--- src/verilog/core_pkg.sv ---
// Core widths and memory map
`default_nettype none

package core_pkg;

    typedef logic [31:0] data_t;
    typedef logic [31:0] addr_t;
    typedef logic [31:0] instr_t;
    typedef logic [4:0]  reg_sel_t;

    typedef enum logic [1:0] {
        FETCH,
        EXECUTE,
        MEM_WAIT,
        HALTED
    } state_t;

    // unified memory, in 32-bit words
    localparam int MEM_WORDS = 1024;
    localparam int MEM_IDX_W = $clog2(MEM_WORDS);

    // store addresses that never reach memory
    localparam addr_t OUT_INT_ADDR   = 32'd1000;
    localparam addr_t HALT_ADDR      = 32'd1004;
    localparam addr_t OUT_FLOAT_ADDR = 32'd1008;

endpackage

`default_nettype wire

--- src/verilog/reg_file.sv ---
// Integer register file
`timescale 1ns/1ps
`default_nettype none

module reg_file (
    input  wire logic               clk,
    input  wire logic               rst,
    input  wire core_pkg::reg_sel_t rs1_sel,
    input  wire core_pkg::reg_sel_t rs2_sel,
    output core_pkg::data_t         rs1_data,
    output core_pkg::data_t         rs2_data,
    input  wire logic               wr_en,
    input  wire core_pkg::reg_sel_t wr_sel,
    input  wire core_pkg::data_t    wr_data
);

    core_pkg::data_t regs [32];

    assign rs1_data = regs[rs1_sel];
    assign rs2_data = regs[rs2_sel];

    // x0 is only ever written by reset
    always_ff @(posedge clk or posedge rst) begin
        if (rst) begin
            for (int i = 0; i < 32; i++) begin
                regs[i] <= '0;
            end
        end else if (wr_en && wr_sel != '0) begin
            regs[wr_sel] <= wr_data;
        end
    end

endmodule

`default_nettype wire

--- config.mk ---
export PLATFORM = sky130hd
export DESIGN_NAME = reg_file
export DESIGN_NICKNAME = d
export VERILOG_FILES = /design/src/verilog/core_pkg.sv /design/src/verilog/reg_file.sv
export SDC_FILE = /design/constraint.sdc
export NUM_CORES = 2
export LEC_CHECK = 0
export BUFFER_PORTS_ARGS = -buffer_cell sky130_fd_sc_hd__buf_2
export CORE_UTILIZATION = 64
export DETAILED_ROUTE_END_ITERATION = 16
export PLACE_DENSITY = 0.91
export SYNTH_ARGS = -nofsm -noshare
export SYNTH_HDL_FRONTEND = slang
export SYNTH_SLANG_ARGS = --single-unit
--- constraint.sdc ---
create_clock -name clk -period 41.4 [get_ports clk]
set_clock_uncertainty 0.2 [all_clocks]
set_input_delay 8.28 -clock clk [delete_from_list [all_inputs] [get_ports clk]]
set_output_delay 8.28 -clock clk [all_outputs]
set_load 0.005 [all_outputs]
# Word level (Yosys, flattened, before mapping)
# Cells that the tools add are included.
totals:
  in_bits: 50
  wordCells: 51
  ff_bits: 1024
classes:
  bitwise: 3
  n_reduce_logical: 3
  mux: 9
  magnitude_cmp: 4
ops:
  columns: ["operator", "n"]
  rows:
  - ["bitwise mux 1024 bit", 1]
  - ["binary-select mux 32 bit (select 5 bit)", 2]
  - ["demux 32 bit (select 5 bit)", 1]
  - ["2-to-1 mux 32 bit", 5]
  - ["greater-or-equal comparator 6 bit, second input constant", 3]
  - ["inverter 5 -> 6 bit", 3]
  - ["less-than comparator 6 x 1 -> 1 bit, second input constant", 1]
  - ["nonzero test 5 bit", 1]
  - ["logical AND 1 bit", 2]

# Longest topological paths before layout
logic_depth:
  word_depth: 6
  mapped_depth: 8
  ltp_nobuf: 5

# Least setup slack after synthesis
# OpenSTA, ideal clock, no wires.
synth_timing:
  kind: "input -> output"
  start: "in rs1_sel[1]"
  end: "out rs1_data[10]"
  n_path_buf: 4
  arrival_time_ns: 9.485
  cell_stages: 8
  slack_ns: 23.435
  cell_sequence: "buf_2 -> buf_4 -> buf_2 -> buf_2 -> mux2i_1 -> nand2_1 -> a31oi_1 -> nand3_1"
synth_via:
  elab_chain_cells: 4
synth_rtl:
  columns: ["item", "line", "source"]
  rows:
  - ["from (decl)", "reg_file.sv:8", "input wire core_pkg::reg_sel_t rs1_sel,"]
  - ["inverter 5 -> 6 bit (implied by the code)", "reg_file.sv:19", "assign rs1_data = regs[rs1_sel];"]
  - ["binary-select mux 32 bit (select 5 bit)", "reg_file.sv:19", null]
  - ["2-to-1 mux 32 bit (implied by the code) (2 in a row)", "reg_file.sv:19", null]
  - ["to (decl)", "reg_file.sv:10", "output core_pkg::data_t rs1_data,"]
# No other way between the ends. The select of a mux whose other input is x is not followed.

# Worst setup path in the final report
layout_timing:
  start: "in rs1_sel[1]"
  end: "out rs1_data[30]"
# The elaborated chain is that of the path after synthesis.

==> results.toml <==
[pwr]
switching_share = 0.291
internal-power_uw = 2080
power.density_nw_per_um2 = 49.1
pwr-share-seq = 0.459
max-vdd-ir-drop_uv = 40.1
finalPower_uw = 2940
p_sw_uw = 855
p_comb_frac = 0.191
p_leak_uw = 0.0285
clkPwrFrac = 0.350

[placement]
hpwl_um = 88500
gp_congestion = 0.857
portBuffers = 113

[sta]
finalSetupViolations = 0
fin_crit_sh = 0.518
fin_crit_ns = 21.46
grt_setup_unrepaired = "false"
drv_slew = 0
fin_setup_tns_ns = 0
timing_hold_violations_final = 0
fmax_mhz = 46.6
maxSlewHeadroom = 0.146
tightestPinTransition_ns = 1.28
hold_ws_ns = 0.205

[floorplanning]
core-area_um2 = 86600
die_area_um2 = 88600
die_w_um = 298
start_util = 0.646
io_pins = 114
die_height_um = 298
rows = 108

[min_path]
hp-class = "reg -> reg"

[routing]
ant_nets = 0
drtIter0Drc = 5367
vias = 41339
drt_drc_violations_left = 0
first_pass_iters = 7
routedWlPerCell_um = 29.8
via_per_inst = 7.29
drt_wl_total_um = 169000

[clock_network]
cts_resized = 0
htreeDepth = 3
root_buffer = "clkbuf_16"
post_cts_buffers = 0
numCtsBuffers = 103
clockBufferDepth = 3
clock-sinks = 1024
postCtsHoldBufs = 0
clk_latency_ns = 0.69
clkTransAtPathRegs_ns = 0.07
cts_tree = "yes"

[synthesis]
yosys_register_bits = 1024
ys.flop_type = "dfrtp_1"
synth_xor_area_frac = 0
yosys.area_share.adder = 0
avgSynthCellArea_um2 = 12.2
synth_top_family_by_area = "multiplexers"
yosys-mux-area-fraction = 0.383
ys_warn_count = 0
synthTopCellsByArea = "dfrtp_1, mux2_2, mux2i_1, a22oi_1, a22o_1"
synth_compound_area_frac = 0.0701
synth_edf_count = 0
postSynthCellCount = 4602
yosysSeqAreaShare = 0.458
yosysTopAreaCell = "dfrtp_1"
syn_nets = 4652
netlist_area_um2 = 56000
synth.distinct_cells = 30
async_flop_share = 1.00
synth_top_cell_area_share = 0.458
synth-simple-area-share = 0.0439

[final_layout]
postLayoutCoreUtil = 0.692
largest-register = "regs"
syn2layout_area_growth_pct = 7.11
drive_above_1_share = 0.304
largest_registers = "regs: 1024 flops"
final_nets = 4477
largest_reg_flops = 1024

[global_routing]
grt_max_degree = 177
grt_pass1_vias = 41982
grt_pass1_wl_um = 255000
grt.total_usage = 0.375
antenna_found_initial = 4
overflow = 0

[setup_path]
max_stage_delay_ns = 0.97
critical_path_class = "in -> out"
crit_path_start_kind = "input pin"
cp_max_fo = 80
endpoint_kind = "primary output"
crit_slowest_cell = "buf_4"
crit_arrival_ns = 12.98
required_ns = 32.92
path_cells = "buf_8 > buf_4 > buf_4 > buf_4 > mux2i_1 > a22o_1 > nor3_1 > a31oi_1 > nand3_1 > buf_2"
path_common_cell = "buf_4"

[run_status]
outcome = "finished clean"

[flow_run]
cap_viol_max_count = 0
==> Yosys cell counts, types with 46 or more instances <==
cell and instances:
a22oi_1 192, nor3_1 65, nand3_1 194, a21oi_1 192
buf_4 66, a31oi_1 64, nand2_1 210, clkbuf_1 228
buf_6 46, mux2i_1 1024, a22o_1 128, dfrtp_1 1024
buf_2 109, mux2_2 956
==> critical path: cells and delay by family <==
family	cells	cell delay, ns
multiplexers	1	0.34
AND/OR/NAND/NOR	2	0.34
AO/OA/AOI/OAI	2	0.40
buffers and inverters	5	3.40
==> layout make-up <==
type | count | area [um2]
Antenna cell | 4 | 10.0
Clock buffer | 153 | 3070
Clock inverter | 40 | 647
Fill cell | 5451 | 26700
Inverter | 1 | 11.3
Multi-Input combinational cell | 3104 | 27900
Sequential cell | 1024 | 25600
Tap cell | 1155 | 1450
Timing Repair Buffer | 193 | 1220
==> through the flow <==
| stage | worst slack, ns | instances | instance area [um2] |
|---|---|---|---|
| final | 19.94 | 5674 | 59900 |
| after global routing | 19.85 | 5670 | 59900 |
| after global placement | 20.24 | 5477 | 56200 |
| after detailed placement | 20.20 | 5477 | 56200 |
| after CTS | 20.11 | 5670 | 59900 |
| after floorplan | 4.10 | 4602 | 56000 |
==> logic make-up after synthesis <==
logic type | after synthesis
buffers and inverters | 474
muxes | 2016
and+or+nand+nor | 512
AOI/OAI and AO/OA | 576
DFF | 1024
==> worst paths after layout <==
path                       cells past startpoint                      to              startpoint  slack, ns
max                                           10            rs1_data[30]              rs1_sel[1]      19.94
min in group asynchronous                      2   regs[606]$_DFFE_PP0P_                     rst       7.51
min                                            0  regs[1007]$_DFFE_PP0P_  regs[1007]$_DFFE_PP0P_       0.20
max in group asynchronous                      5   regs[244]$_DFFE_PP0P_                     rst      30.26
max reg2reg                                    1   regs[547]$_DFFE_PP0P_   regs[547]$_DFFE_PP0P_      40.33
min reg2reg                                    0  regs[1007]$_DFFE_PP0P_  regs[1007]$_DFFE_PP0P_       0.20
==> layout by cell type (no fill, tap or decap), types with 14 or more instances in the layout <==
master and instances:
nor2_4 18, mux2_1 36, a22oi_1 192, clkbuf_8 28
clkbuf_1 21, dfrtp_1 1024, mux2i_1 1024, nand2_1 193
nand3_1 194, nor3_1 65, a31oi_1 64, clkbuf_16 104
nand2_2 17, a22o_1 128, mux2_2 956, clkinv_2 14
bufinv_16 15, a21oi_1 192, buf_4 77, buf_2 111
==> power by group through the flow <==
stage	combinational [uW]	clock [uW]	sequential, uW
5_1_grt	599	1070	1370
3_3_place_gp	513	0	1330
2_1_floorplan	432	0	1310
3_5_place_dp	539	0	1350
4_1_cts	553	1030	1340
6_report	560	1030	1350
==> layer usage <==
layer	vias to the layer above	wire length, um	track usage
met4	4	10600	0.225
met3	794	19400	0.0931
met2	3016	75900	0.568
met1	20905	63100	0.488
li1	16620	-	-
met5	-	27	0
(Power assumes the default switching activity.)
