[config.mk]
export PLATFORM = sky130hd
export DESIGN_NAME = pc_counter
export DESIGN_NICKNAME = d
export VERILOG_FILES = /design/src/verilog/core_pkg.sv /design/src/verilog/pc_counter.sv
export SDC_FILE = /design/constraint.sdc
export NUM_CORES = 1
export LEC_CHECK = 0
export BUFFER_PORTS_ARGS = -buffer_cell sky130_fd_sc_hd__buf_4
export CAP_MARGIN = 15
export CORE_UTILIZATION = 25
export DETAILED_ROUTE_END_ITERATION = 6
export GPL_TIMING_DRIVEN = 0
export PLACE_DENSITY = 0.46
export SETUP_SLACK_MARGIN = 0.5
export SYNTH_ARGS = -nofsm -noshare
export SYNTH_HDL_FRONTEND = slang
export SYNTH_SLANG_ARGS = --single-unit
[constraint.sdc]
create_clock -name clk -period 3.4 [get_ports clk]
set_input_delay 0.17 -clock clk [delete_from_list [all_inputs] [get_ports clk]]
set_output_delay 0.17 -clock clk [all_outputs]
set_load 0.005 [all_outputs]
[src/verilog/core_pkg.sv]
// Core widths and memory map
`default_nettype none

package core_pkg;

    typedef logic [31:0] data_t;
    typedef logic [31:0] addr_t;
    typedef logic [31:0] instr_t;
    typedef logic [4:0]  reg_sel_t;

    typedef enum logic [1:0] {
        FETCH,
        EXECUTE,
        MEM_WAIT,
        HALTED
    } state_t;

    // unified memory, in 32-bit words
    localparam int MEM_WORDS = 1024;
    localparam int MEM_IDX_W = $clog2(MEM_WORDS);

    // store addresses that never reach memory
    localparam addr_t OUT_INT_ADDR   = 32'd1000;
    localparam addr_t HALT_ADDR      = 32'd1004;
    localparam addr_t OUT_FLOAT_ADDR = 32'd1008;

endpackage

`default_nettype wire

[src/verilog/pc_counter.sv]
// Program counter
`timescale 1ns/1ps
`default_nettype none

module pc_counter (
    input  wire logic            clk,
    input  wire logic            rst,
    input  wire logic            step,
    input  wire logic            jump,
    input  wire core_pkg::addr_t offset,
    output core_pkg::addr_t      pc,
    output core_pkg::addr_t      next_pc
);

    // a taken branch wins over the sequential step
    always_comb begin
        if (jump) begin
            next_pc = pc + offset;
        end else if (step) begin
            next_pc = pc + 32'd4;
        end else begin
            next_pc = pc;
        end
    end

    always_ff @(posedge clk or posedge rst) begin
        if (rst) begin
            pc <= '0;
        end else begin
            pc <= next_pc;
        end
    end

    a_pc_aligned: assert property (@(posedge clk) disable iff (rst) pc[1:0] == 2'b00);

endmodule

`default_nettype wire

-- Word-level counts from Yosys, hierarchy flattened
Cells that the tools add are included.
- register bits: 32
- bits in latches: 0
- memory bits (writable): 0
- ROM bits: 0
- input bits: 36
- output and inout port bits: 64
- memories: 0
- add/sub/neg operators: 2
- multiply operators: 0
- div/mod/pow operators: 0
- magnitude comparators: 0
- eq/ne operators: 0
- shift-type cells: 0
- multiplexer cells: 2
- bitwise gates (word level): 0
- reduce and logical (&&, ||, !) cells: 0
- operators by type and width (operator ; number):
    two-way mux 32 bit ; 2
    adder 32 x 3 -> 32 bit, second input constant ; 1
    adder 32 bit ; 1

-- Logic depth before layout (Yosys ltp)
Gate-level depths: netlist of the first run.
- depth after elaboration: 3
- mapped depth: 9

-- Worst setup path after synthesis of the first run
Ideal clock, no wire load.
- path type: register to output
- from: register pc[0]
- to: output next_pc[26]
- data arrival time: 2.713 ns
- setup slack: 0.517 ns
- cell stages (with the launch flop): 10
- path buffers: 0
- cells stage by stage: dfrtp_1 ha_1 fa_1 a211oi_1 o21ai_0 o2111a_1 o21ai_0 a21oi_1 or4_1 a31o_2
- cells in the longest elaborated chain, start to end: 3
- RTL lines (element ; RTL line ; source):
    start, declared ; pc_counter.sv:11 ; output core_pkg::addr_t pc,
    start signal, assigned ; pc_counter.sv:30 ; pc <= next_pc;
    adder 32 x 3 -> 32 bit ; pc_counter.sv:20 ; next_pc = pc + 32'd4;
    two-way mux 32 bit ; pc_counter.sv:19 ; end else if (step) begin
    two-way mux 32 bit (*) ; pc_counter.sv:17 ; if (jump) begin
    end, declared ; pc_counter.sv:12 ; output core_pkg::addr_t next_pc
Every way passes the cells marked *; elsewhere a longest branch is shown, timed or not.

-- Worst setup path in the final report of the first run
Ends and elaborated chain as after synthesis.

==> flow_summary.json, run 1 <==
{
  "gp_congestion": 0.8398,
  "use_met1_pct": 23.74,
  "grt_max_degree": 33,
  "pwr-share-comb_pct": 73.0,
  "drtAntennaViolNets": 0,
  "grt_busiest_layer": "met2",
  "rows": 42,
  "firstDrtPassIters": 4,
  "synth_cell_types": 54,
  "critPathLaunch": "pc[0]$_DFF_PP0_",
  "largestRegisters": "pc x32",
  "ys.flop_type": "dfrtp_1",
  "p_leak_uw": 0.002301,
  "ys_warn_count": 0,
  "synth-compound-area-share_pct": 22.47,
  "synthCells": 447,
  "io_buffers": 99,
  "peakVddDrop_mv": 0.4715,
  "period_share_pct": 93.68,
  "p_sw_uw": 2509,
  "num_antenna_cells": 0,
  "fin_crit_ns": 3.185,
  "synth_top_family_by_area": "simple AND/OR/NAND/NOR gates",
  "hold_ws_ns": 0.01893,
  "min_path_type": "in2async",
  "maxSlewViolCount": 0,
  "hold_violations": 0,
  "slew-limit-headroom_pct": 34.37,
  "grtUsageTotal_pct": 18.30,
  "place_area_sq_um": 4466,
  "drtIter0Drc": 160,
  "initial_core_util_pct": 26.03,
  "ios": 100,
  "netlist_area_sq_um": 3502,
  "fin_nets": 651,
  "drv_cap": 0,
  "drc": 0,
  "setup_violations": 0,
  "p_clk_share_pct": 9.2,
  "synthAdderAreaFrac_pct": 12.00,
  "synthMuxAreaShare_pct": 1.786,
  "synthArstFlopShare_pct": 100.0,
  "clock_skew_ns": 0.009788,
  "wl_microns": 13240,
  "clk_latency_ns": 0.30,
  "num_vias": 3879,
  "worstSetupPathType": "reg2out",
  "finish.instance_area_sq_um": 5350,
  "area_growth_pct": 52.77,
  "ctsRootBufferMaster": "clkbuf_16",
  "grt_pass1_wl_microns": 20390,
  "cts_max_path_buffers": 2,
  "clock_sinks": 32,
  "synth_xor_area_share_pct": 11.75,
  "ys_seq_elements": 32,
  "critPathMaxFanout": 4,
  "cts_hold_buf": 0,
  "drive_above_1_share_pct": 40.65,
  "grt_overflow": 0,
  "syn-num-nets": 516,
  "cts_buffers": 5,
  "status": "complete, no violations",
  "cts_tree": "done",
  "r2r-start": "pc[0]$_DFF_PP0_",
  "regMostFlops": "pc",
  "rsz0062_at_grt": "yes",
  "power_density_nw_per_um2": 992.1,
  "path_clk_slew_ns": 0.06,
  "die_w_microns": 120.4,
  "fp.dieH_microns": 120.4,
  "antenna_found_initial": 0,
  "synth_edf_count": 0,
  "synth-simple-area-share_pct": 25.79,
  "viasPerCell": 5.111,
  "crit_path_end_kind": "output pin",
  "grtUsageMet3_pct": 5.189,
  "grt_pass1_vias": 3909,
  "routedWlPerCell_microns": 17.45,
  "switching_share_pct": 47.27,
  "largest_register_ffs": 32,
  "dieArea_sq_um": 14490,
  "grtUsageMet2_pct": 29.06,
  "tightest_slew_ns": 0.9844,
  "hpwl_microns": 9728,
  "ys_seq_area_share_pct": 22.87,
  "crit_required_ns": 3.23,
  "cp.arrival_ns": 3.02,
  "p_int_uw": 2799,
  "fmax_mhz": 314.0,
  "core_sq_um": 13450,
  "htree_levels": 2,
  "pwr-share-seq_pct": 17.8,
  "avgSynthCellArea_sq_um": 7.835,
  "start_kind": "register"
}
-- area by class of cell --
type / count / area [sq um]
Clock buffer: 6 / 138.9
Timing Repair Buffer: 128 / 968.4
Buffer: 16 / 77.57
Inverter: 13 / 48.80
Sequential cell: 32 / 813.3
Multi-Input combinational cell: 386 / 3073
Fill cell: 1421 / 8103
Clock inverter: 2 / 10.01
Tap cell: 176 / 220.2
-- cells by family after synthesis --
| group | after synthesis |
|---|---|
| and+or+nand+nor | 172 |
| xor gates and xnor gates | 47 |
| AOI/OAI and AO/OA | 128 |
| buffers and inverters | 29 |
| adders and majority gates | 33 |
| DFF | 32 |
| muxes | 6 |
-- routing by layer --
layer / routed length [microns] / up-vias
li1: - / 1921
met1: 6183 / 1840
met2: 5973 / 102
met3: 793 / 16
met4: 291 / 0
met5: 0 / -
-- through the flow --
step	instances	setup TNS (ns)	power, uW	worst slack (ns)	utilization [%]
after CTS	745	0	4870	0.1878	36.98
after global placement	722	-0.2640	3997	-0.2149	33.19
after detailed placement	722	-0.2066	4022	-0.1868	33.19
after global routing	759	0	5771	0.1142	39.77
after floorplan	447	0	2759	0.5171	-
final	759	0	5308	0.2149	39.77
-- cell usage after synthesis, types with 6 or more instances --
cell type,instances,area (sq um)
nand4_1,13,81.33
a21oi_1,42,210.2
o21ai_0,32,160.2
nor3_1,13,65.06
inv_1,13,48.80
clkbuf_1,15,56.30
nand2_1,43,161.4
a21o_1,13,97.59
a211oi_1,7,52.55
xor2_1,22,192.7
ha_1,32,400.4
a31oi_1,6,37.54
nor2_1,47,176.4
xnor2_1,25,219.0
dfrtp_1,32,800.8
nand3_1,16,80.08
-- worst max-delay path: stages (launching register included) --
cell,delay (ns)
dfrtp_1,0.40
ha_4,0.18
fa_2,0.40
a211oi_2,0.22
o21ai_2,0.10
o2111a_2,0.33
o21ai_4,0.18
a21oi_2,0.11
or4_1,0.42
a31o_2,0.26
buf_6,0.11
-- power groups by stage --
stage	Combinational (uW)	Sequential [uW]	Clock (uW)
after floorplan	1900	858	0
after global placement	3090	907	0
after detailed placement	3110	910	0
after CTS	3440	919	515
after global routing	4260	987	527
final	3880	942	489
-- timing repair --
action	4_1_cts	5_1_grt
pin swaps	16	24
setup endpoints to repair	37	25
buffers inserted	15	14
gates resized for setup	58	64
-- cell usage in the layout, fill, tap and decap left out, types with 5 or more instances in the layout --
master / Yosys / layout
clkbuf_2: 0 / 7
nor3_1: 13 / 9
clkbuf_1: 15 / 7
ha_1: 32 / 20
xor2_1: 22 / 21
a21oi_2: 0 / 15
nand3_1: 16 / 16
clkbuf_16: 0 / 5
ha_4: 0 / 10
o21ai_0: 32 / 20
nor2_1: 47 / 46
nand2_1: 43 / 38
a21o_1: 13 / 13
o21ai_1: 0 / 5
nand4_1: 13 / 13
xnor2_1: 25 / 22
dfrtp_1: 32 / 22
buf_4: 0 / 126
a21oi_1: 42 / 26
dfrtp_2: 0 / 10
inv_1: 13 / 12
-- worst paths after layout --
check / depth (start not counted) / endpoint / slack (ns)
worst max-delay path: 10 / next_pc[26] / 0.21
worst max register to register: 9 / pc[26]$_DFF_PP0_ / 0.68
worst min register to register: 1 / pc[1]$_DFF_PP0_ / 0.65
max in group asynchronous: 2 / pc[18]$_DFF_PP0_ / 2.80
min in group clk: 4 / pc[31]$_DFF_PP0_ / 0.22
worst min-delay path: 2 / pc[28]$_DFF_PP0_ / 0.02
No activity file was read; power rests on OpenSTA's default activity.
==> run 2, diff against run 1 <==
REMOVE_ABC_BUFFERS = 1   (was default)
==> flow_summary.json, run 2 (synthesized netlist as in run 1, its figures left out) <==
{
  "die_w_microns": 120.4,
  "multi_input_area_sq_um": 3112,
  "critPathMaxFanout": 4,
  "regMostFlops": "pc",
  "grt_overflow": 0,
  "hold_violations": 0,
  "final_common_cell": "buf_4",
  "clk_latency_ns": 0.28,
  "maxSlewViolCount": 0,
  "cts_buffers": 5,
  "cp.arrival_ns": 2.98,
  "largestRegisters": "pc x32",
  "grtUsageTotal_pct": 16.76,
  "p_clk_share_pct": 8.9,
  "status": "complete, no violations",
  "cts_max_path_buffers": 2,
  "area_growth_pct": 53.63,
  "viasPerCell": 5.091,
  "cts_hold_buf": 0,
  "min_path_type": "in2async",
  "path_clk_slew_ns": 0.06,
  "hpwl_microns": 8795,
  "period_share_pct": 92.58,
  "p_sw_uw": 2432,
  "start_kind": "register",
  "num_vias": 3818,
  "pwr-share-comb_pct": 73.2,
  "ctsRootBufferMaster": "clkbuf_16",
  "clock_sinks": 32,
  "core_sq_um": 13450,
  "power_density_nw_per_um2": 982.7,
  "htree_levels": 2,
  "fp.dieH_microns": 120.4,
  "largest_register_ffs": 32,
  "cts_tree": "done",
  "slew-limit-headroom_pct": 51.47,
  "wl_microns": 11910,
  "fillerInstances": 1447,
  "peakVddDrop_mv": 0.4096,
  "dieArea_sq_um": 14490,
  "worstSetupPathType": "reg2out",
  "grt_pass1_wl_microns": 19280,
  "routedWlPerCell_microns": 15.88,
  "r2r_setup_slack_ns": 0.48,
  "switching_share_pct": 45.99,
  "setup_violations": 0,
  "place_area_sq_um": 4398,
  "crit_required_ns": 3.23,
  "io_buffers": 99,
  "tightest_slew_ns": 0.7268,
  "finish.instance_area_sq_um": 5380,
  "drv_cap": 0,
  "pwr-share-seq_pct": 17.9,
  "drc": 0,
  "num_antenna_cells": 0,
  "rows": 42,
  "drtIter0Drc": 167,
  "antenna_found_initial": 0,
  "fin_crit_ns": 3.148,
  "crit_path_end_kind": "output pin",
  "firstDrtPassIters": 4,
  "p_leak_uw": 0.002230,
  "fin_nets": 642,
  "ios": 100,
  "initial_core_util_pct": 26.03,
  "fmax_mhz": 317.7,
  "drtAntennaViolNets": 0,
  "grt_pass1_vias": 3860,
  "register_area_sq_um": 822.0,
  "grt_max_degree": 66,
  "final_cell_mix": "buf_4 (131), nor2_1 (44), nand2_1 (42)",
  "p_int_uw": 2855,
  "finalWorstSetupSlack_ns": 0.2523,
  "dp_slack_ns": -0.06710,
  "clock_skew_ns": 0.003985,
  "rsz0062_at_grt": "yes",
  "drive_above_1_share_pct": 42.68,
  "gp_congestion": 0.8466
}
run 2: cell count changes in the layout (fill, tap and decap cells not counted), sizes merged:
cell / previous run / this run
buf: 130 / 135
clkbuf: 20 / 6
run 2: power groups by stage:
stage,clock network [uW],logic (uW),registers (uW)
6_report,471,3870,945
2_1_floorplan,0,1890,858
3_3_place_gp,0,3070,916
5_1_grt,506,4250,992
4_1_cts,489,3550,919
3_5_place_dp,0,3090,918
run 2: path summary, 6_finish.rpt:
kind	start	endpoint	cells past startpoint
worst min-delay path	rst	pc[10]$_DFF_PP0_	2
worst max register to register	pc[0]$_DFF_PP0_	pc[30]$_DFF_PP0_	14
worst min register to register	pc[1]$_DFF_PP0_	pc[1]$_DFF_PP0_	1
min in group clk	offset[31]	pc[31]$_DFF_PP0_	4
max in group asynchronous	rst	pc[12]$_DFF_PP0_	2
worst max-delay path	pc[0]$_DFF_PP0_	next_pc[28]	10
run 2: metal layers:
metal,track usage [%],routed length (microns),up-vias
met5,0,0,-
met4,3.858,121,0
met3,3.160,530,8
met2,29.17,5825,86
li1,-,-,1896
met1,21.29,5435,1828
run 2: area by class of cell:
| cell class | count | share of cell area (%) |
|---|---|---|
| clock buffer | 6 | 2.581 |
| clock inverter | 2 | 0.1860 |
| inverter | 13 | 0.9070 |
| multi-input combinational | 386 | 57.84 |
| sequential | 32 | 15.28 |
| tap | 176 | 4.093 |
| timing repair buffer | 135 | 19.12 |
run 2: critical path, stage by stage, from the launching register on:
cell	delay, ns
dfrtp_1	0.40
ha_4	0.18
fa_2	0.41
a211oi_2	0.23
o21ai_2	0.10
o2111a_2	0.32
o21ai_4	0.17
a41oi_2	0.16
or3_1	0.34
a31o_2	0.25
buf_4	0.13
run 2: stage by stage:
stage | hold slack (ns) | power [uW] | TNS [ns] | instances | utilization, %
after global routing | 0.1104 | 5750 | 0 | 750 | 39.99
after global placement | 0.4936 | 3987 | -0.1285 | 706 | 32.69
after floorplan | 0.2862 | 2745 | 0 | 431 | -
after detailed placement | 0.3717 | 4004 | -0.1077 | 706 | 32.69
after CTS | 0.06581 | 4963 | 0 | 738 | 37.55
final | 0.01945 | 5287 | 0 | 750 | 39.99
run 2: timing repair:
item | 4_1_cts | 5_1_grt
setup buffers | 24 | 12
resized for setup | 76 | 52
pin swaps | 20 | 21
endpoints found under the setup margin | 34 | 24
