$ cat src/verilog/core_pkg.sv
// Core widths and memory map
`default_nettype none

package core_pkg;

    typedef logic [31:0] data_t;
    typedef logic [31:0] addr_t;
    typedef logic [31:0] instr_t;
    typedef logic [4:0]  reg_sel_t;

    typedef enum logic [1:0] {
        FETCH,
        EXECUTE,
        MEM_WAIT,
        HALTED
    } state_t;

    // unified memory, in 32-bit words
    localparam int MEM_WORDS = 1024;
    localparam int MEM_IDX_W = $clog2(MEM_WORDS);

    // store addresses that never reach memory
    localparam addr_t OUT_INT_ADDR   = 32'd1000;
    localparam addr_t HALT_ADDR      = 32'd1004;
    localparam addr_t OUT_FLOAT_ADDR = 32'd1008;

endpackage

`default_nettype wire

$ cat src/verilog/rv_isa_pkg.sv
// RV32I instruction encodings
`default_nettype none

package rv_isa_pkg;

    typedef logic [6:0] opcode_t;
    typedef logic [2:0] funct3_t;
    // funct7 joined with funct3
    typedef logic [9:0] funct10_t;

    localparam opcode_t OP_IMM    = 7'b0010011;
    localparam opcode_t OP_LOAD   = 7'b0000011;
    localparam opcode_t OP_STORE  = 7'b0100011;
    localparam opcode_t OP_BRANCH = 7'b1100011;
    localparam opcode_t OP_OP     = 7'b0110011;
    localparam opcode_t OP_LUI    = 7'b0110111;
    localparam opcode_t OP_AUIPC  = 7'b0010111;

    localparam funct3_t F3_ADDI = 3'b000;
    localparam funct3_t F3_BEQ  = 3'b000;
    localparam funct3_t F3_BNE  = 3'b001;

    localparam funct10_t F10_ADD  = {7'b0000000, 3'b000};
    localparam funct10_t F10_SUB  = {7'b0100000, 3'b000};
    localparam funct10_t F10_SLL  = {7'b0000000, 3'b001};
    localparam funct10_t F10_SLT  = {7'b0000000, 3'b010};
    localparam funct10_t F10_SLTU = {7'b0000000, 3'b011};
    localparam funct10_t F10_XOR  = {7'b0000000, 3'b100};
    localparam funct10_t F10_SRL  = {7'b0000000, 3'b101};
    localparam funct10_t F10_SRA  = {7'b0100000, 3'b101};
    localparam funct10_t F10_OR   = {7'b0000000, 3'b110};
    localparam funct10_t F10_AND  = {7'b0000000, 3'b111};
    // RV32M
    localparam funct10_t F10_MUL  = {7'b0000001, 3'b000};

    typedef enum logic [3:0] {
        ALU_ADD, ALU_SUB, ALU_AND, ALU_OR, ALU_XOR, ALU_SLL,
        ALU_SRL, ALU_SRA, ALU_SLT, ALU_SLTU, ALU_MUL
    } alu_op_t;

endpackage

`default_nettype wire

$ cat src/verilog/mem_bus_if.sv
// Memory bus
`timescale 1ns/1ps
`default_nettype none

interface mem_bus_if;

    core_pkg::addr_t addr;
    core_pkg::data_t wr_data;
    core_pkg::data_t rd_data;
    logic            wr_req;
    logic            rd_req;
    // one cycle after any request
    logic            ack;

    modport core (
        output addr, wr_data, wr_req, rd_req,
        input  rd_data, ack
    );

    modport mem (
        input  addr, wr_data, wr_req, rd_req,
        output rd_data, ack
    );

endinterface

`default_nettype wire

$ cat src/verilog/core_ctrl.sv
// Core control FSM
`timescale 1ns/1ps
`default_nettype none

module core_ctrl (
    input  wire logic                clk,
    input  wire logic                rst,
    mem_bus_if.core                  mem,
    output core_pkg::reg_sel_t       rs1_sel,
    output core_pkg::reg_sel_t       rs2_sel,
    input  wire core_pkg::data_t     rs1_data,
    input  wire core_pkg::data_t     rs2_data,
    output logic                     wr_en,
    output core_pkg::reg_sel_t       wr_sel,
    output core_pkg::data_t          wr_data,
    output rv_isa_pkg::alu_op_t      alu_op,
    output core_pkg::data_t          alu_a,
    output core_pkg::data_t          alu_b,
    input  wire core_pkg::data_t     alu_result,
    input  wire logic                alu_zero,
    output logic                     pc_step,
    output logic                     pc_jump,
    output core_pkg::addr_t          pc_offset,
    input  wire core_pkg::addr_t     pc,
    input  wire core_pkg::addr_t     next_pc,
    output core_pkg::data_t          out_data,
    output logic                     out_valid,
    output logic                     out_float_valid,
    output logic                     halt
);

    core_pkg::state_t     state;
    core_pkg::state_t     state_nx;
    // pending access in MEM_WAIT is a load, otherwise a store
    logic                 pend_load;
    core_pkg::reg_sel_t   load_rd;
    logic                 issue_mem;
    logic                 fetch_next;

    core_pkg::instr_t     instr;
    rv_isa_pkg::opcode_t  opcode;
    rv_isa_pkg::funct3_t  funct3;
    rv_isa_pkg::funct10_t funct10;
    core_pkg::reg_sel_t   rd;
    core_pkg::data_t      imm_i;
    core_pkg::data_t      imm_s;
    core_pkg::data_t      imm_u;

    // instruction word is valid in the ack cycle of EXECUTE
    assign instr   = mem.rd_data;
    assign opcode  = instr[6:0];
    assign rd      = instr[11:7];
    assign funct3  = instr[14:12];
    assign funct10 = {instr[31:25], instr[14:12]};
    assign rs1_sel = instr[19:15];
    assign rs2_sel = instr[24:20];

    assign imm_i     = {{20{instr[31]}}, instr[31:20]};
    assign imm_s     = {{20{instr[31]}}, instr[31:25], instr[11:7]};
    assign imm_u     = {instr[31:12], 12'b0};
    assign pc_offset = {{19{instr[31]}}, instr[31], instr[7], instr[30:25], instr[11:8], 1'b0};

    assign out_data = rs2_data;
    assign halt     = (state == core_pkg::HALTED);

    always_comb begin
        state_nx        = state;
        issue_mem       = 1'b0;
        fetch_next      = 1'b0;
        mem.addr        = next_pc;
        mem.wr_data     = rs2_data;
        mem.rd_req      = 1'b0;
        mem.wr_req      = 1'b0;
        wr_en           = 1'b0;
        wr_sel          = rd;
        wr_data         = alu_result;
        alu_op          = rv_isa_pkg::ALU_ADD;
        alu_a           = rs1_data;
        alu_b           = rs2_data;
        pc_jump         = 1'b0;
        out_valid       = 1'b0;
        out_float_valid = 1'b0;

        case (state)
            core_pkg::FETCH: begin
                mem.addr   = pc;
                mem.rd_req = 1'b1;
                state_nx   = core_pkg::EXECUTE;
            end
            core_pkg::EXECUTE: if (mem.ack) begin
                case (opcode)
                    rv_isa_pkg::OP_IMM: begin
                        alu_b      = imm_i;
                        wr_en      = (funct3 == rv_isa_pkg::F3_ADDI);
                        fetch_next = wr_en;
                        if (!wr_en) begin
                            state_nx = core_pkg::HALTED;
                        end
                    end
                    rv_isa_pkg::OP_OP: begin
                        wr_en      = 1'b1;
                        fetch_next = 1'b1;
                        case (funct10)
                            rv_isa_pkg::F10_ADD:  alu_op = rv_isa_pkg::ALU_ADD;
                            rv_isa_pkg::F10_SUB:  alu_op = rv_isa_pkg::ALU_SUB;
                            rv_isa_pkg::F10_AND:  alu_op = rv_isa_pkg::ALU_AND;
                            rv_isa_pkg::F10_OR:   alu_op = rv_isa_pkg::ALU_OR;
                            rv_isa_pkg::F10_XOR:  alu_op = rv_isa_pkg::ALU_XOR;
                            rv_isa_pkg::F10_SLL:  alu_op = rv_isa_pkg::ALU_SLL;
                            rv_isa_pkg::F10_SRL:  alu_op = rv_isa_pkg::ALU_SRL;
                            rv_isa_pkg::F10_SRA:  alu_op = rv_isa_pkg::ALU_SRA;
                            rv_isa_pkg::F10_SLT:  alu_op = rv_isa_pkg::ALU_SLT;
                            rv_isa_pkg::F10_SLTU: alu_op = rv_isa_pkg::ALU_SLTU;
                            rv_isa_pkg::F10_MUL:  alu_op = rv_isa_pkg::ALU_MUL;
                            default: begin
                                wr_en      = 1'b0;
                                fetch_next = 1'b0;
                                state_nx   = core_pkg::HALTED;
                            end
                        endcase
                    end
                    rv_isa_pkg::OP_LUI: begin
                        wr_data    = imm_u;
                        wr_en      = 1'b1;
                        fetch_next = 1'b1;
                    end
                    rv_isa_pkg::OP_AUIPC: begin
                        alu_a      = pc;
                        alu_b      = imm_u;
                        wr_en      = 1'b1;
                        fetch_next = 1'b1;
                    end
                    rv_isa_pkg::OP_BRANCH: begin
                        // rs1 - rs2 gives equality through the zero flag
                        alu_op = rv_isa_pkg::ALU_SUB;
                        if (funct3 == rv_isa_pkg::F3_BEQ) begin
                            pc_jump    = alu_zero;
                            fetch_next = 1'b1;
                        end else if (funct3 == rv_isa_pkg::F3_BNE) begin
                            pc_jump    = !alu_zero;
                            fetch_next = 1'b1;
                        end else begin
                            state_nx = core_pkg::HALTED;
                        end
                    end
                    rv_isa_pkg::OP_LOAD: begin
                        alu_b      = imm_i;
                        mem.addr   = alu_result;
                        mem.rd_req = 1'b1;
                        issue_mem  = 1'b1;
                        state_nx   = core_pkg::MEM_WAIT;
                    end
                    rv_isa_pkg::OP_STORE: begin
                        alu_b = imm_s;
                        case (alu_result)
                            core_pkg::OUT_INT_ADDR: begin
                                out_valid  = 1'b1;
                                fetch_next = 1'b1;
                            end
                            core_pkg::OUT_FLOAT_ADDR: begin
                                out_float_valid = 1'b1;
                                fetch_next      = 1'b1;
                            end
                            core_pkg::HALT_ADDR: state_nx = core_pkg::HALTED;
                            default: begin
                                mem.addr   = alu_result;
                                mem.wr_req = 1'b1;
                                issue_mem  = 1'b1;
                                state_nx   = core_pkg::MEM_WAIT;
                            end
                        endcase
                    end
                    default: state_nx = core_pkg::HALTED;
                endcase
            end
            core_pkg::MEM_WAIT: if (mem.ack) begin
                wr_en      = pend_load;
                wr_sel     = load_rd;
                wr_data    = mem.rd_data;
                fetch_next = 1'b1;
                state_nx   = core_pkg::EXECUTE;
            end
            default: begin
            end
        endcase

        // next fetch goes out at next_pc in the same cycle
        if (fetch_next) begin
            mem.rd_req = 1'b1;
        end
        pc_step = fetch_next && !pc_jump;
    end

    always_ff @(posedge clk or posedge rst) begin
        if (rst) begin
            state     <= core_pkg::FETCH;
            pend_load <= 1'b0;
        end else begin
            state <= state_nx;
            if (issue_mem) begin
                pend_load <= (opcode == rv_isa_pkg::OP_LOAD);
            end
        end
    end

    always_ff @(posedge clk) begin
        if (issue_mem) begin
            load_rd <= rd;
        end
    end

    a_state_legal: assert property (@(posedge clk) disable iff (rst)
        !$isunknown(state));

    a_no_rd_wr: assert property (@(posedge clk) disable iff (rst)
        !(mem.rd_req && mem.wr_req));

endmodule

`default_nettype wire

$ cat src/flat_wrapper.sv
// flat-port wrapper written by rule: the top's interface ports become plain ports
module core_ctrl_flat 
  (clk, rst, rs1_sel, rs2_sel, rs1_data, rs2_data, wr_en, wr_sel, wr_data, alu_op, alu_a, alu_b, alu_result, alu_zero, pc_step, pc_jump, pc_offset, pc, next_pc, out_data, out_valid, out_float_valid, halt, mem_addr, mem_wr_data, mem_wr_req, mem_rd_req, mem_rd_data, mem_ack);
  mem_bus_if mem_i ();
  input  wire logic clk;
  input  wire logic rst;
  output core_pkg::reg_sel_t rs1_sel;
  output core_pkg::reg_sel_t rs2_sel;
  input  wire core_pkg::data_t rs1_data;
  input  wire core_pkg::data_t rs2_data;
  output logic wr_en;
  output core_pkg::reg_sel_t wr_sel;
  output core_pkg::data_t wr_data;
  output rv_isa_pkg::alu_op_t alu_op;
  output core_pkg::data_t alu_a;
  output core_pkg::data_t alu_b;
  input  wire core_pkg::data_t alu_result;
  input  wire logic alu_zero;
  output logic pc_step;
  output logic pc_jump;
  output core_pkg::addr_t pc_offset;
  input  wire core_pkg::addr_t pc;
  input  wire core_pkg::addr_t next_pc;
  output core_pkg::data_t out_data;
  output logic out_valid;
  output logic out_float_valid;
  output logic halt;
  output wire logic [$bits(mem_i.addr)-1:0] mem_addr;
  output wire logic [$bits(mem_i.wr_data)-1:0] mem_wr_data;
  output wire logic [$bits(mem_i.wr_req)-1:0] mem_wr_req;
  output wire logic [$bits(mem_i.rd_req)-1:0] mem_rd_req;
  input wire logic [$bits(mem_i.rd_data)-1:0] mem_rd_data;
  input wire logic [$bits(mem_i.ack)-1:0] mem_ack;
  assign mem_addr = mem_i.addr;
  assign mem_wr_data = mem_i.wr_data;
  assign mem_wr_req = mem_i.wr_req;
  assign mem_rd_req = mem_i.rd_req;
  assign mem_i.rd_data = mem_rd_data;
  assign mem_i.ack = mem_ack;
  core_ctrl u_core (.clk(clk), .rst(rst), .mem(mem_i), .rs1_sel(rs1_sel), .rs2_sel(rs2_sel), .rs1_data(rs1_data), .rs2_data(rs2_data), .wr_en(wr_en), .wr_sel(wr_sel), .wr_data(wr_data), .alu_op(alu_op), .alu_a(alu_a), .alu_b(alu_b), .alu_result(alu_result), .alu_zero(alu_zero), .pc_step(pc_step), .pc_jump(pc_jump), .pc_offset(pc_offset), .pc(pc), .next_pc(next_pc), .out_data(out_data), .out_valid(out_valid), .out_float_valid(out_float_valid), .halt(halt));
endmodule
$ cat config.mk
export PLATFORM = sky130hd
export DESIGN_NAME = core_ctrl_flat
export DESIGN_NICKNAME = d
export VERILOG_FILES = /design/src/verilog/core_pkg.sv /design/src/verilog/rv_isa_pkg.sv /design/src/verilog/mem_bus_if.sv /design/src/verilog/core_ctrl.sv /design/src/flat_wrapper.sv
export SDC_FILE = /design/constraint.sdc
export NUM_CORES = 1
export LEC_CHECK = 0
export BUFFER_PORTS_ARGS = -buffer_cell sky130_fd_sc_hd__buf_4
export CAP_MARGIN = 20
export CORE_AREA = 2 2 172 174
export DETAILED_ROUTE_END_ITERATION = 10
export DIE_AREA = 0 0 174 176
export GPL_ROUTABILITY_DRIVEN = 0
export HOLD_SLACK_MARGIN = 0.03
export MAX_ROUTING_LAYER = met4
export SETUP_SLACK_MARGIN = 0.1
export SYNTH_ARGS = -nofsm -noshare
export SYNTH_HDL_FRONTEND = slang
export SYNTH_SLANG_ARGS = --single-unit
$ cat constraint.sdc
create_clock -name clk -period 4.4 [get_ports clk]
set_input_delay 1.32 -clock clk [delete_from_list [all_inputs] [get_ports clk]]
set_output_delay 1.32 -clock clk [all_outputs]
set_load 0.02 [all_outputs]
Yosys cells after proc, flatten, opt, wreduce, memory -nomap -nowiden
Index checks and enable logic that the tools add are counted.

Reduce and logical (&&, ||, !) cells: 13. Multiplexer cells: 65. Equality and inequality tests: 32.

Operators with widths (count): $mux W32 (10); $pmux W32 S2 (3); $eq A32 B10 Y1 const B (3); $pmux W32 S3 (1); $eq A10 B3 Y1 const B (4); $pmux W4 S10 (1); $mux W1 (30); $eq A7 B6 Y1 const B (3); $eq A10 B2 Y1 const B (2); $eq A10 B9 Y1 const B (2); $ne A3 B3 Y1 const B (5); $eq A7 B5 Y1 const B (2); $mux W2 (6); $pmux W2 S6 (1); $reduce_or A11 Y1 (1); $eq A10 B1 Y1 const B (1); $eq A10 B4 Y1 const B (1); $logic_not A10 Y1 (1); $mux W5 (2); $reduce_and A9 Y1 (1); $mux W4 (2); $pmux W1 S2 (4); $pmux W4 S2 (1); $eq A7 B2 Y1 const B (1); other kinds (16) (22).

Flip-flop bits (word level): 8. Input bits: 196. Word-level logic and storage cells: 113. Output and inout bits: 251.

Depth between registers and ports, before layout
Depth in word-level cells: 8. Mapped depth: 9. Gate-level depth less buffers: 7.

Worst setup path before layout
No wires, ideal clock.

Path kind: input to output. Start point: input port mem_rd_data[27]. End point: output port alu_op[2]. Slack: -0.284 ns. Cell stages on the path: 5. Arrival time: 3.364 ns. Required time: 3.080 ns. Cells stage by stage: or4_1 -> nor2_1 -> and4b_1 -> nand2_1 -> a2111oi_0.

Word-level cells in the longest chain between the ends: 5. Elaborated cells on any way between the ends: 14. Those cells by class: eq/ne (10); mux (4).

RTL lines: from (decl) (line flat_wrapper.sv:32) `input wire logic [$bits(mem_i.rd_data)-1:0] mem_rd_data;`; $eq A10 B4 Y1 (tied with other cells) (line core_ctrl.sv:103) `case (funct10)`; $pmux W4 S10 * (line core_ctrl.sv:103); $pmux W4 S2 * (line core_ctrl.sv:91) `case (opcode)`; $mux W4 * (line core_ctrl.sv:90) `core_pkg::EXECUTE: if (mem.ack) begin`; $mux W4 * (line core_ctrl.sv:84) `case (state)`; to (decl) (line flat_wrapper.sv:14) `output rv_isa_pkg::alu_op_t alu_op;`.

Every way passes the cells marked *; elsewhere a longest branch is shown, timed or not.

Worst setup path after layout
Start point: input port alu_result[24]. End point: output port out_valid.

Word-level cells in the longest chain between the ends: 5.

RTL lines: from (decl) (line flat_wrapper.sv:17) `input wire core_pkg::data_t alu_result;`; $eq A32 B10 Y1 (line core_ctrl.sv:155) `case (alu_result)`; $mux W1 (line core_ctrl.sv:155); $mux W1 (line core_ctrl.sv:91); $mux W1 (line core_ctrl.sv:90); $mux W1 (line core_ctrl.sv:84); to (decl) (line flat_wrapper.sv:25) `output logic out_valid;`.

No other way between the ends.

==> qor.csv <==
metric;value;unit
n_fill_cell;3111;
drt_iter0_markers;392;
routed-via-count;6065;
clock_skew;0.00216;ns
yosysSeqAreaShare;5.90;%
grt_max_degree;33;
cts_tree;done;
route.detailed.drc;0;
switchingPower;0.000948;W
layout_common_cells;473 x buf_4, 125 x nand2_1, 53 x a22o_1;
ys.flop_type;edfxtp_1;
antenna_found_initial;4;
period_needed;4.37;ns
grt_pass1_wl;41.4;mm
via_per_inst;4.47;
fmax;0.229;GHz
critical_path_buf_inv_count;5;
grt_use_total;18.8;%
avgSynthCellArea;6.70;sq um
syn-num-nets;770;
htreeDepth;1;
clock_latency;0.23;ns
max-slew-margin-rel;31.5;%
wire_per_inst;22.8;um
io_pins;447;
routed_wl;30.9;mm
hold_start;u_core.pend_load$_DFFE_PP0P_;
ir_drop;0.280;mV
cp-end-kind;output pin;
comb_power_share;86.4;%
fin_nets;1170;
path_cells;buf_8, nor4_4, buf_4, buf_6, buf_6, nand4_1, or4_4, nor3b_2, buf_4;
die_w;174;um
power.density;227;mW/mm^2
dieHeight;176;um
row_count;62;
worstPathRequired;3.08;ns
cp_max_fo;2;
clockRootBuffer;clkbuf_16;
netlist_area;0.00381;sq mm
setup_violations;0;
drive_gt1_share;62.6;%
internal_power;0.000914;W
slew_viol_final;0;
crit_path_start;alu_result[24];
synth-edff-count;5;
utilization;28.8;%
fin_crit_sh;99.3;%
leakage;4.16;nW
syn_to_final_growth;115;%
ys.warnings.count;0;
layout_commonest_cell;buf_4;
finalHoldViolCount;0;
die_area;0.0306;sq mm
netSwitchingFraction;50.9;%
overflow;0;
synth_cell_types;61;
start_util;13.4;%
tightest_slew;1.02;ns
synth_seq_cells;8;
ff2ff_path_depth;6;
run_status;finished clean;
crit_type;input port to output pin;
seqPwrFrac;5.1;%
timing.rr.end;u_core.load_rd[1]$_DFFE_PP_;
hold_path_class;flop to flop;
core_area;0.0285;sq mm
dp_slack;-0.264;ns
ant_nets;0;
async_reset_ff_share;37.5;%
rrSetupSlack;1.95;ns
cts_buffers;3;
io_buffers;445;
cts.clk_slew.worst_paths;0.04;ns
slowest_stage;or4_4;
slowest_delay;0.49;ns
rsz0062_at_grt;yes;
worst_setup_path_start_kind;input port;
fin_setup_tns;0;ns
maxCapViolations;0;
synthCells;569;
cts_hold_repair.buffers;0;
numClockSinks;8;
path_delay_family;simple AND/OR/NAND/NOR gates;
setup_slack;0.0311;ns
dp_hpwl;25.4;mm
first_global_vias;5821;
cp-endpoint;out_valid;
r2r-start;u_core.state[1]$_DFFE_PP0P_;
drt-pass1-iter-count;8;
arrival;3.05;ns
clk_path_buf_depth;2;
crit_cells;9;
pwr-share-clk;8.5;%
-- cell families after synthesis --
logic type      share of synthesized area, %
mux                                     2.03
xor+xnor                               0.689
compound gates                          35.7
other cells                           0.0983
flops                                   5.90
buf+inv                                 27.9
fa+ha+maj                               1.64
simple gates                            26.0
-- power groups by stage --
stage	combinational, W	sequential (W)	clock (W)
after floorplan	0.000783	0.0000940	0
after global placement	0.00151	0.0000955	0
after detailed placement	0.00151	0.0000959	0
after CTS	0.00158	0.0000950	0.000159
after global routing	0.00169	0.0000961	0.000165
final	0.00161	0.0000955	0.000158
-- what timing repair did --
action,in CTS,in global routing
pin swaps,22,35
buffers inserted,9,10
endpoints found under the setup margin,54,71
gates resized for setup,63,69
cloned,2,3
-- sequential cells by signal (all words and copies together) (netlist names) --
name and count:
u_core.state 2, u_core.load_rd 5, u_core.pend_load 1
-- worst register-to-register path, cell delays in order, from the launching register on --
cell and delay [ns]:
dfrtp_1 0.43, inv_1 0.10, ha_1 0.56, and2_1 0.30, nand2_1 0.14, buf_4 0.17
nor2_1 0.38
-- metal layers --
layer | part of all wire (%) | global-route usage, %
met5 | 0 | -
met2 | 51 | 33.1
met3 | 6.9 | 2.86
met4 | 1.4 | 3.33
met1 | 41 | 23.1
-- final cells by class --
cell class | count | area [sq um] | share of cell area, %
timing repair buffer | 541 | 4470 | 54.4
sequential | 8 | 225 | 2.74
tap | 384 | 480 | 5.85
inverter | 23 | 86.3 | 1.05
clock buffer | 4 | 78.8 | 0.959
antenna | 4 | 10.0 | 0.122
multi-input combinational | 392 | 2870 | 34.9
-- synthesized netlist by cell type (3+ instances only) --
cell	count	share of area (%)
o221ai_1	9	2.1
nor3_1	4	0.52
nand3_1	4	0.52
mux2_2	6	1.8
o21ai_0	17	2.2
dfrtp_1	3	2.0
edfxtp_1	5	3.9
a22oi_1	13	2.6
xor2_1	3	0.69
inv_1	22	2.2
ha_1	5	1.6
nor2b_1	4	0.66
nor3b_1	5	0.98
buf_2	15	2.0
a221o_1	15	3.9
a21o_1	17	3.3
a22o_1	54	12
and3_1	6	0.98
a222oi_1	6	1.6
nor2_1	17	1.7
clkbuf_1	23	2.3
buf_4	106	21
nor4_1	10	1.6
a21oi_1	11	1.4
nand4_1	5	0.82
nand2_1	131	13
and2_1	5	0.82
o211ai_1	3	0.59
o21ai_1	6	0.79
-- stage by stage --
stage	cells	instance area (sq um)	power [W]	hold slack, ns
after floorplan	569	3820	0.000877	0.478
after global placement	1325	7330	0.00161	0.502
after detailed placement	1325	7330	0.00161	0.505
after CTS	1340	7820	0.00183	0.516
after global routing	1356	8220	0.00195	0.567
final	1356	8220	0.00186	0.515
-- how the worst min path moves through the flow --
stage	end	depth (start not counted)	slack [ns]
6_report	u_core.pend_load$_DFFE_PP0P_	2	0.52
5_1_grt	u_core.pend_load$_DFFE_PP0P_	2	0.57
4_1_cts	u_core.pend_load$_DFFE_PP0P_	2	0.52
3_5_place_dp	u_core.pend_load$_DFFE_PP0P_	2	0.51
3_3_place_gp	u_core.pend_load$_DFFE_PP0P_	2	0.50
2_1_floorplan	u_core.pend_load$_DFFE_PP0P_	2	0.48
Power figures use the tool's default switching activity.
